**config.mk**
```make
export PLATFORM = sky130hd
export DESIGN_NAME = rdimm_rcd_top
export DESIGN_NICKNAME = d
export VERILOG_FILES = /design/src/common/rcd_pkg.sv /design/src/common/ca_if.sv /design/src/hdl/rdimm_rcd_top.sv /design/src/rcd/rcd_side_driver.sv /design/src/rcd/rcd_parity_check.sv /design/src/rcd/rcd_ctrl_words.sv
export SDC_FILE = /design/constraint.sdc
export NUM_CORES = 1
export LEC_CHECK = 0
export BUFFER_PORTS_ARGS = -buffer_cell sky130_fd_sc_hd__buf_2
export CAP_MARGIN = 10
export CORE_ASPECT_RATIO = 0.5
export CORE_MARGIN = 2
export CORE_UTILIZATION = 30
export DETAILED_ROUTE_END_ITERATION = 8
export GPL_TIMING_DRIVEN = 0
export SKIP_LAST_GASP = 1
export SLEW_MARGIN = 20
export SYNTH_ARGS = -nofsm -noshare
export SYNTH_HDL_FRONTEND = slang
export SYNTH_SLANG_ARGS = --single-unit
```
**constraint.sdc**
```tcl
create_clock -name ck_t -period 3.33 [get_ports ck_t]
set_input_delay 0.1665 -clock ck_t [delete_from_list [all_inputs] [get_ports ck_t]]
set_output_delay 0.1665 -clock ck_t [all_outputs]
set_load 0.02 [all_outputs]
```
**src/common/rcd_pkg.sv**
```systemverilog
// rcd shared definitions
`default_nettype none

package rcd_pkg;

  localparam int ADDR_W = 18; // da / qxa address bits
  localparam int BA_W   = 2;  // bank address
  localparam int BG_W   = 2;  // bank group
  localparam int CKE_W  = 2;  // clock enables
  localparam int ODT_W  = 2;  // odt pins
  localparam int CNT_W  = 8;  // saturating parity error count

  localparam int CW_ADDR_W = 4; // control word address bits
  localparam int CW_DATA_W = 4; // control word data bits

  localparam logic [CW_ADDR_W-1:0] RC0_ADDR = 4'h0; // global setup word
  localparam logic [CW_ADDR_W-1:0] RC1_ADDR = 4'h1; // output disable word

  // bit positions inside the words
  localparam int RC0_PAR_EN_BIT = 0; // parity check enable
  localparam int RC0_MIRROR_BIT = 1; // side b address mirror
  localparam int RC1_A_DIS_BIT  = 0; // side a outputs off
  localparam int RC1_B_DIS_BIT  = 1; // side b outputs off

  localparam logic [CW_DATA_W-1:0] RC0_RST = 4'b0001; // parity on, no mirror
  localparam logic [CW_DATA_W-1:0] RC1_RST = 4'b0000; // both sides on

  // decoded configuration seen by the datapath
  typedef struct packed {
    logic par_en;    // check parity on valid commands
    logic mirror_en; // swap side b address pairs
    logic a_dis;     // block side a
    logic b_dis;     // block side b
  } rcd_cfg_t;

endpackage

`default_nettype wire
```
**src/common/ca_if.sv**
```systemverilog
// command/address bus
`timescale 1ns/10ps
`default_nettype none

interface ca_if #(
  parameter int CS_NUM = 2 // chip selects
) ();
  import rcd_pkg::*;

  logic              act_n; // activate, low active
  logic [ADDR_W-1:0] addr;
  logic [BA_W-1:0]   ba;
  logic [BG_W-1:0]   bg;
  logic              par;   // even parity from controller
  logic [CKE_W-1:0]  cke;
  logic [ODT_W-1:0]  odt;
  logic [CS_NUM-1:0] cs_n;  // any low marks a valid command

  // top level loads the bus
  modport src (
    output act_n, addr, ba, bg, par, cke, odt, cs_n
  );

  // parity checker and side drivers
  modport sink (
    input act_n, addr, ba, bg, par, cke, odt, cs_n
  );

endinterface

`default_nettype wire

```
**src/hdl/rdimm_rcd_top.sv**
```systemverilog
// ddr4 rdimm register clock driver
`timescale 1ns/10ps
`default_nettype none

module rdimm_rcd_top #(
  parameter int CS_NUM = 2 // chip selects, 1 to 4
) (
  input  logic                          ck_t,
  input  logic                          rst_n,
  input  logic                          act_n,
  input  logic [rcd_pkg::ADDR_W-1:0]    addr,
  input  logic [rcd_pkg::BA_W-1:0]      ba,
  input  logic [rcd_pkg::BG_W-1:0]      bg,
  input  logic                          par,
  input  logic [rcd_pkg::CKE_W-1:0]     cke,
  input  logic [rcd_pkg::ODT_W-1:0]     odt,
  input  logic [CS_NUM-1:0]             cs_n,
  input  logic                          cw_we,
  input  logic [rcd_pkg::CW_ADDR_W-1:0] cw_addr,
  input  logic [rcd_pkg::CW_DATA_W-1:0] cw_data,
  output logic                          qa_act_n,
  output logic [rcd_pkg::ADDR_W-1:0]    qa_addr,
  output logic [rcd_pkg::BA_W-1:0]      qa_ba,
  output logic [rcd_pkg::BG_W-1:0]      qa_bg,
  output logic                          qa_par,
  output logic [rcd_pkg::CKE_W-1:0]     qa_cke,
  output logic [rcd_pkg::ODT_W-1:0]     qa_odt,
  output logic [CS_NUM-1:0]             qa_cs_n,
  output logic                          qb_act_n,
  output logic [rcd_pkg::ADDR_W-1:0]    qb_addr,
  output logic [rcd_pkg::BA_W-1:0]      qb_ba,
  output logic [rcd_pkg::BG_W-1:0]      qb_bg,
  output logic                          qb_par,
  output logic [rcd_pkg::CKE_W-1:0]     qb_cke,
  output logic [rcd_pkg::ODT_W-1:0]     qb_odt,
  output logic [CS_NUM-1:0]             qb_cs_n,
  output logic                          alert_n,
  output logic [rcd_pkg::CNT_W-1:0]     par_err_cnt
);
  import rcd_pkg::*;

  rcd_cfg_t cfg;     // decoded control words
  logic     par_err; // bad command, blocks both sides

  ca_if #(.CS_NUM(CS_NUM)) ca_bus ();

  // controller side bus into the interface
  assign ca_bus.act_n = act_n;
  assign ca_bus.addr  = addr;
  assign ca_bus.ba    = ba;
  assign ca_bus.bg    = bg;
  assign ca_bus.par   = par;
  assign ca_bus.cke   = cke;
  assign ca_bus.odt   = odt;
  assign ca_bus.cs_n  = cs_n;

  rcd_ctrl_words u_ctrl_words (
    .ck_t    (ck_t),
    .rst_n   (rst_n),
    .cw_we   (cw_we),
    .cw_addr (cw_addr),
    .cw_data (cw_data),
    .cfg     (cfg)
  );

  rcd_parity_check #(.CS_NUM(CS_NUM)) u_parity_check (
    .ck_t    (ck_t),
    .rst_n   (rst_n),
    .ca      (ca_bus),
    .par_en  (cfg.par_en),
    .par_err (par_err),
    .alert_n (alert_n),
    .err_cnt (par_err_cnt)
  );

  // side a is never mirrored
  rcd_side_driver #(.CS_NUM(CS_NUM)) u_side_a (
    .ck_t      (ck_t),
    .rst_n     (rst_n),
    .ca        (ca_bus),
    .par_err   (par_err),
    .mirror_en (1'b0),
    .out_dis   (cfg.a_dis),
    .q_act_n   (qa_act_n),
    .q_addr    (qa_addr),
    .q_ba      (qa_ba),
    .q_bg      (qa_bg),
    .q_par     (qa_par),
    .q_cke     (qa_cke),
    .q_odt     (qa_odt),
    .q_cs_n    (qa_cs_n)
  );

  rcd_side_driver #(.CS_NUM(CS_NUM)) u_side_b (
    .ck_t      (ck_t),
    .rst_n     (rst_n),
    .ca        (ca_bus),
    .par_err   (par_err),
    .mirror_en (cfg.mirror_en), // rc0 mirror bit
    .out_dis   (cfg.b_dis),
    .q_act_n   (qb_act_n),
    .q_addr    (qb_addr),
    .q_ba      (qb_ba),
    .q_bg      (qb_bg),
    .q_par     (qb_par),
    .q_cke     (qb_cke),
    .q_odt     (qb_odt),
    .q_cs_n    (qb_cs_n)
  );

endmodule

`default_nettype wire

```
**src/rcd/rcd_side_driver.sv**
```systemverilog
// rcd output register for one side
`timescale 1ns/10ps
`default_nettype none

module rcd_side_driver #(
  parameter int CS_NUM = 2
) (
  input  logic                       ck_t,
  input  logic                       rst_n,
  ca_if.sink                         ca,
  input  logic                       par_err,   // block this command
  input  logic                       mirror_en, // swap address pairs
  input  logic                       out_dis,   // side turned off
  output logic                       q_act_n,
  output logic [rcd_pkg::ADDR_W-1:0] q_addr,
  output logic [rcd_pkg::BA_W-1:0]   q_ba,
  output logic [rcd_pkg::BG_W-1:0]   q_bg,
  output logic                       q_par,
  output logic [rcd_pkg::CKE_W-1:0]  q_cke,
  output logic [rcd_pkg::ODT_W-1:0]  q_odt,
  output logic [CS_NUM-1:0]          q_cs_n
);
  import rcd_pkg::*;

  logic [ADDR_W-1:0] addr_m; // after optional mirror
  logic [BA_W-1:0]   ba_m;
  logic [BG_W-1:0]   bg_m;
  logic              block;

  assign block = par_err | out_dis;

  // mirrored pairs keep the bit count, parity unchanged
  always_comb
  begin
    addr_m = ca.addr;
    ba_m   = ca.ba;
    bg_m   = ca.bg;
    if (mirror_en)
    begin
      addr_m[3]  = ca.addr[4];
      addr_m[4]  = ca.addr[3];
      addr_m[5]  = ca.addr[6];
      addr_m[6]  = ca.addr[5];
      addr_m[7]  = ca.addr[8];
      addr_m[8]  = ca.addr[7];
      addr_m[11] = ca.addr[13];
      addr_m[13] = ca.addr[11];
      ba_m       = {ca.ba[0], ca.ba[1]};
      bg_m       = {ca.bg[0], ca.bg[1]};
    end
  end

  // one cycle pipeline, new command every edge
  always_ff @(posedge ck_t)
  begin
    if (!rst_n)
    begin
      q_act_n <= 1'b1;
      q_addr  <= '0;
      q_ba    <= '0;
      q_bg    <= '0;
      q_par   <= 1'b0;
      q_cke   <= '0;  // drams held in power down
      q_odt   <= '0;
      q_cs_n  <= '1;  // no rank selected
    end
    else
    begin
      q_act_n <= ca.act_n | block; // blocked looks like a deselect
      q_addr  <= addr_m;
      q_ba    <= ba_m;
      q_bg    <= bg_m;
      q_par   <= ca.par;
      q_cke   <= ca.cke;           // cke follows even when blocked
      q_odt   <= ca.odt;
      q_cs_n  <= block ? '1 : ca.cs_n;
    end
  end

endmodule

`default_nettype wire

```
**src/rcd/rcd_parity_check.sv**
```systemverilog
// command parity check
`timescale 1ns/10ps
`default_nettype none

module rcd_parity_check #(
  parameter int CS_NUM = 2
) (
  input  logic                      ck_t,
  input  logic                      rst_n,
  ca_if.sink                        ca,
  input  logic                      par_en,  // from rc0
  output logic                      par_err, // current command is bad
  output logic                      alert_n, // one cycle low per error
  output logic [rcd_pkg::CNT_W-1:0] err_cnt
);
  import rcd_pkg::*;

  logic [CS_NUM-1:0] cs_n_w;
  logic              cmd_valid;
  logic              par_odd;
  logic              cnt_max;

  assign cs_n_w    = ca.cs_n;
  assign cmd_valid = ~&cs_n_w; // any rank selected

  // even parity: par must equal xor of the rest
  assign par_odd = ^{ca.act_n, ca.addr, ca.ba, ca.bg, ca.par};

  // only valid commands with checking on
  assign par_err = par_en & cmd_valid & par_odd;

  assign cnt_max = &err_cnt; // saturate here

  // alert lines up with the blocked output cycle
  always_ff @(posedge ck_t)
  begin
    if (!rst_n)
      alert_n <= 1'b1;
    else
      alert_n <= ~par_err;
  end

  always_ff @(posedge ck_t)
  begin
    if (!rst_n)
      err_cnt <= '0;
    else if (par_err && !cnt_max)
      err_cnt <= err_cnt + 1'b1;
  end

endmodule

`default_nettype wire

```
**src/rcd/rcd_ctrl_words.sv**
```systemverilog
// rcd control words
`timescale 1ns/10ps
`default_nettype none

module rcd_ctrl_words (
  input  logic                          ck_t,
  input  logic                          rst_n,
  input  logic                          cw_we,   // write strobe
  input  logic [rcd_pkg::CW_ADDR_W-1:0] cw_addr,
  input  logic [rcd_pkg::CW_DATA_W-1:0] cw_data,
  output rcd_pkg::rcd_cfg_t             cfg
);
  import rcd_pkg::*;

  logic [CW_DATA_W-1:0] rc0_q; // global setup
  logic [CW_DATA_W-1:0] rc1_q; // output disable
  logic                 rc0_wr;
  logic                 rc1_wr;

  // address decode, other addresses dropped
  assign rc0_wr = cw_we && (cw_addr == RC0_ADDR);
  assign rc1_wr = cw_we && (cw_addr == RC1_ADDR);

  // new value visible from the next edge
  always_ff @(posedge ck_t)
  begin
    if (!rst_n)
    begin
      rc0_q <= RC0_RST;
      rc1_q <= RC1_RST;
    end
    else
    begin
      if (rc0_wr)
        rc0_q <= cw_data; // upper bits reserved, held as written
      if (rc1_wr)
        rc1_q <= cw_data;
    end
  end

  assign cfg.par_en    = rc0_q[RC0_PAR_EN_BIT];
  assign cfg.mirror_en = rc0_q[RC0_MIRROR_BIT];
  assign cfg.a_dis     = rc1_q[RC1_A_DIS_BIT];
  assign cfg.b_dis     = rc1_q[RC1_B_DIS_BIT];

endmodule

`default_nettype wire

```
==> impl_metrics.yaml, run 1 <==
power:
  power.density_nw_per_um2: 674
  ir_drop_uv: 318
  power_leakage_nw: 1.47
floorplan:
  io_pins: 110
  die-area_um2: 8220
  placementRows: 22
  fp.dieH_um: 65.1
  initial_utilization_pct: 30.7
  core_area_um2: 7290
  fp.dieW_um: 126
min_path:
  hp-class: "in2reg"
  min_from: "cke[1]"
  hold_path_depth: 2
routing:
  post_drt_via_cell_ratio: 4.36
  dr.first_iter.drc_count: 52
  firstDrtPassIters: 4
  drt.antenna.violating_nets: 0
  routedWlPerCell_um: 12.6
  drc_errors: 0
  vias: 1928
  wl_mm: 5.55
yosys:
  synth-seq-cells: 58
  syn_inst: 224
  yosysMostFrequentCell: "dfxtp_1"
  ys_types: 29
  synth_top_cells_by_count: "dfxtp_1, and2_1, xnor2_1"
  ys_seq_area_share_pct: 51.8
  synth_ff_type: "dfxtp_1"
  synth_area_leaders: "dfxtp_1, and2_1, mux2i_1"
  synth_area_leader_cell: "dfxtp_1"
  ys_warn_count: 0
  synth_async_sr_flop_share_pct: 0
  synthesis.area_um2: 2240
  synth_top_cell_area_share_pct: 51.8
  synth_fp_nets: 266
  avgSynthCellArea_um2: 10.0
  synth_edf_count: 0
sta:
  slew_headroom_pct: 48.4
  tightest_slew_ps: 766
  fin_crit_ps: 1830
  whs_ps: 47.7
  final.period_utilization_pct: 54.9
  final_max_slew_viol_count: 0
  fmax_mhz: 547
  rsz0062_at_grt: "false"
  finalSetupViolCount: 0
  finClkSkew_ps: 8.03
  final-hold-violation-count: 0
  fin_setup_tns_ps: 0
clock_network:
  cts_resized: 0
  cts_buffer_depth: 2
  clockRootBuffer: "clkbuf_16"
  clock-sinks: 58
  htreeDepth: 3
  cts_hold_buffers: 0
  cts_setup_buffers: 0
  cts_tree: "done"
  cts_buffers: 9
  clock_latency_ps: 330
  clk_pin_slew_ps: 50
place:
  port_buffers: 107
  placed_cells: 427
  post-dp-hpwl_mm: 4.30
  place_congestion: 0.763
worst_setup_path:
  cp.arrival_ps: 2050
  critPathTopFamily: "XOR/XNOR gates"
  crit_path_end_kind: "register"
  slowest_delay_ps: 510
  crit_slowest_cell: "xnor3_1"
  reg2reg_from: "u_ctrl_words.rc0_q[1]"
  path_buf_inv: 2
  crit_chain: "buf_2 -> xor2_1 -> xnor2_1 -> xnor2_1 -> xnor3_1 -> buf_2 -> o31a_1 -> o21a_1"
  cp_max_fo: 10
  required_ps: 3550
  cp.depth: 8
  path_class: "in2reg"
  reg2reg_depth: 4
  worstSetupStartpoint: "addr[13]"
  cp-start-kind: "input port"
grt:
  grt_use_total_pct: 13.8
  grt_pass1_wl_mm: 8.60
  grt_pass1_vias: 1890
  antenna_found_initial: 0
  grt_overflow: 0
  grt_max_degree: 11
finish:
  syn2layout_area_growth_pct: 42.0
  drive_above_1_share_pct: 39.3
  n_antenna_cell: 0
  fin_nets: 384
  final_cells: 442
status:
  status: "finished, final reports clean"
run:
  cap_violations: 0
kinds of logic after synthesis:
logic type	count (synthesis)	synth area share (%)
fa+ha+maj	1	0.558
simple gates	88	20.5
buf+inv	26	6.92
compound gates	13	3.91
mux	16	7.14
flops	58	51.8
xor+xnor	22	9.21
sequential cells by signal, summed over array words and instances, names as in the netlist, 2 cells and up:
register and cells:
u_side_a.q_odt 2, u_ctrl_words.rc1_q 2, u_side_a.q_cs_n 2, u_parity_check.err_cnt 8, u_side_b.q_bg 2, u_side_a.q_addr 8
u_side_b.q_cs_n 2, u_side_b.q_ba 2, u_side_a.q_cke 2, u_side_a.q_bg 2, u_side_a.q_ba 2, u_ctrl_words.rc0_q 2
u_side_b.q_addr 18
final timing paths:
check | endpoint | slack, ps
worst min-delay path | u_side_a.q_cke[1] | 50
worst max register to register | u_side_b.q_addr[8] | 1700
worst max-delay path | u_parity_check.err_cnt[3] | 1500
worst min register to register | u_ctrl_words.rc1_q[1] | 450
power breakdown:
group | total (mW) | internal, mW | leakage (nW) | switching (mW)
registers | 0.784 | 0.759 | 0.480 | 0.0253
clock network | 0.885 | 0.591 | 0.142 | 0.294
logic | 0.477 | 0.186 | 0.845 | 0.291
total | 2.15 | 1.53 | 1.47 | 0.611
placed cells by master (no fill, tap or decap), drive strengths merged:
master    n
nor4      3
ha        1
dfxtp    58
and2     28
nand4     2
a21oi     5
nand2    17
nand3     6
or3       8
buf     124
xnor3     1
clkinv    3
o21a      1
xnor2    18
nand2b    4
o311a     1
clkbuf   18
o32ai     1
bufinv    1
o21ai     1
o31ai     3
o31a      1
mux2i    16
nor2     17
nor3      1
or4       2
inv       2
xor2      3
per-stage QoR:
stage / setup WS (ps) / util, % / total power, mW / area, um2
2_1_floorplan: 1540 / - / 1.11 / 2240
3_3_place_gp: 1190 / 39.7 / 1.26 / 2900
4_1_cts: 1500 / 43.7 / 2.17 / 3180
6_report: 1500 / 43.7 / 2.15 / 3180
5_1_grt: 1380 / 43.7 / 2.25 / 3180
3_5_place_dp: 1170 / 39.7 / 1.28 / 2900
worst register-to-register path, stage by stage, from the launching register on:
cell	delay, ps
dfxtp_1	300
clkbuf_1	240
buf_1	630
mux2i_1	260
nor2_1	60
cell type report:
class	count	area [um2]
Inverter	3	11.3
Buffer	23	144
Clock buffer	12	246
Fill cell	722	4110
Sequential cell	58	1160
Tap cell	96	120
Clock inverter	3	40.0
Timing Repair Buffer	107	536
Multi-Input combinational cell	140	926
layer usage:
metal	track usage (%)	routed length (um)	up-vias
li1	-	-	958
met1	14.9	2240	910
met2	24.1	2890	49
met3	5.46	338	11
met4	6.46	91	0
met5	0	0	-
Power figures use the tool's default switching activity.
==> run 2, diff against run 1 <==
- clock period: 3.33 -> 1.49 ns (I/O delays scaled with it)
==> impl_metrics.yaml, run 2 (synthesis results as in run 1) <==
routing:
  dr.first_iter.drc_count: 62
  post_drt_via_cell_ratio: 4.31
  firstDrtPassIters: 4
  drc_errors: 0
  routedWlPerCell_um: 12.5
  drt.antenna.violating_nets: 0
  vias: 1979
  wl_mm: 5.73
floorplan:
  placementRows: 22
  initial_utilization_pct: 30.7
  fp.dieH_um: 65.1
  io_pins: 110
  die-area_um2: 8220
  fp.dieW_um: 126
  core_area_um2: 7290
worst_setup_path:
  crit_path_end_kind: "register"
  crit_chain: "buf_8 -> xor2_4 -> xnor2_2 -> xnor2_2 -> xnor3_2 -> buf_6 -> o31a_1 -> o21a_1"
  crit_slowest_cell: "xnor3_2"
  cp.arrival_ps: 1790
  slowest_delay_ps: 520
  required_ps: 1700
  path_class: "in2reg"
  critPathMostFrequentCell: "xnor2_2"
  cp-start-kind: "input port"
  r2r_slack_ps: -60
  cp_max_fo: 6
sta:
  fmax_mhz: 634
  fin_setup_tns_ps: -225
  whs_ps: 6.09
  fin_ws_ps: -88.3
  slew_headroom_pct: 63.2
  final.period_utilization_pct: 106
  fin_crit_ps: 1580
  finClkSkew_ps: 4.37
  rsz0062_at_grt: "true"
  final_max_slew_viol_count: 0
  finalSetupViolCount: 7
  final-hold-violation-count: 0
  tightest_slew_ps: 548
place:
  placed_cells: 427
  post-dp-hpwl_mm: 4.24
  dpl-instance-area_um2: 2910
  port_buffers: 107
  place_congestion: 0.776
clock_network:
  clock-sinks: 58
  clk_pin_slew_ps: 50
  cts_tree: "done"
  cts_buffer_depth: 2
  clockRootBuffer: "clkbuf_16"
  cts_setup_buffers: 0
  clock_latency_ps: 310
  htreeDepth: 3
  cts_buffers: 9
grt:
  antenna_found_initial: 0
  grt_pass1_wl_mm: 8.81
  grt_max_degree: 11
  grt_use_total_pct: 13.9
  met3_usage_pct: 4.40
  grt_use_met1_pct: 15.8
  gr-max-usage-layer: "met2"
  met2_usage_pct: 25.2
  grt_overflow: 0
  grt_pass1_vias: 1850
finish:
  syn2layout_area_growth_pct: 56.8
  largest_reg_flops: 18
  layout_commonest_cell: "buf_2"
  drive_above_1_share_pct: 44.1
  top_register: "u_side_b.q_addr"
  fin_nets: 400
  n_antenna_cell: 0
  finalInstanceArea_um2: 3520
  final_cells: 459
  final_cell_mix: "buf_2, dfxtp_1, and2_1"
  reg_top3: "u_side_b.q_addr x18, u_parity_check.err_cnt x8, u_side_a.q_addr x8"
power:
  power_leakage_nw: 1.60
  power.density_nw_per_um2: 1460
  ir_drop_uv: 624
  finalPower_mw: 5.15
run:
  cap_violations: 0
status:
  status: "finished with violations"
  violations: "setup timing"
min_path:
  hp-class: "in2reg"
## run 2: repair_timing
action	4_1_cts	5_1_grt
resized for setup	6	24
setup endpoints to repair	24	15
hold buffers	15	0
gates cloned	0	1
hold endpoints to repair	18	0
pin swaps	3	4
## run 2: layer usage
layer  routed length (um)  part of all wire (%)
met1                 2390                    42
met4                   44                  0.77
met3                  231                   4.0
met5                    0                     0
met2                 3070                    54
## run 2: through the flow
step	setup WS, ps	utilization, %
6_report	-88.3	48.2
5_1_grt	-161	48.2
4_1_cts	-75.7	46.6
3_5_place_dp	-477	39.9
3_3_place_gp	-465	39.9
2_1_floorplan	-118	-
## run 2: critical path: cells and delay by family
kind	cells	cell delay [ps]
xor gates and xnor gates	4	1050
buffers and inverters	2	280
AOI/OAI and AO/OA	2	390
## run 2: path summary, 6_finish.rpt
kind / startpoint / to / cells after the start
setup reg to reg: u_parity_check.err_cnt[3] / u_parity_check.err_cnt[4] / 6
hold / removal: addr[17] / u_side_b.q_addr[17] / 2
hold reg to reg: u_ctrl_words.rc1_q[0] / u_ctrl_words.rc1_q[0] / 2
setup / recovery: addr[2] / u_parity_check.err_cnt[3] / 8
## run 2: layout make-up
class | instances | area [um2]
Fill cell | 671 | 3780
Sequential cell | 58 | 1160
Multi-Input combinational cell | 140 | 1040
Timing Repair Buffer | 123 | 709
Clock buffer | 12 | 267
Buffer | 23 | 151
Tap cell | 96 | 120
Clock inverter | 4 | 48.8
Inverter | 3 | 11.3
## run 2: power breakdown
part           switching [mW]  internal [mW]
Sequential             0.0698           1.70
Clock                   0.660           1.42
Combinational           0.727          0.567
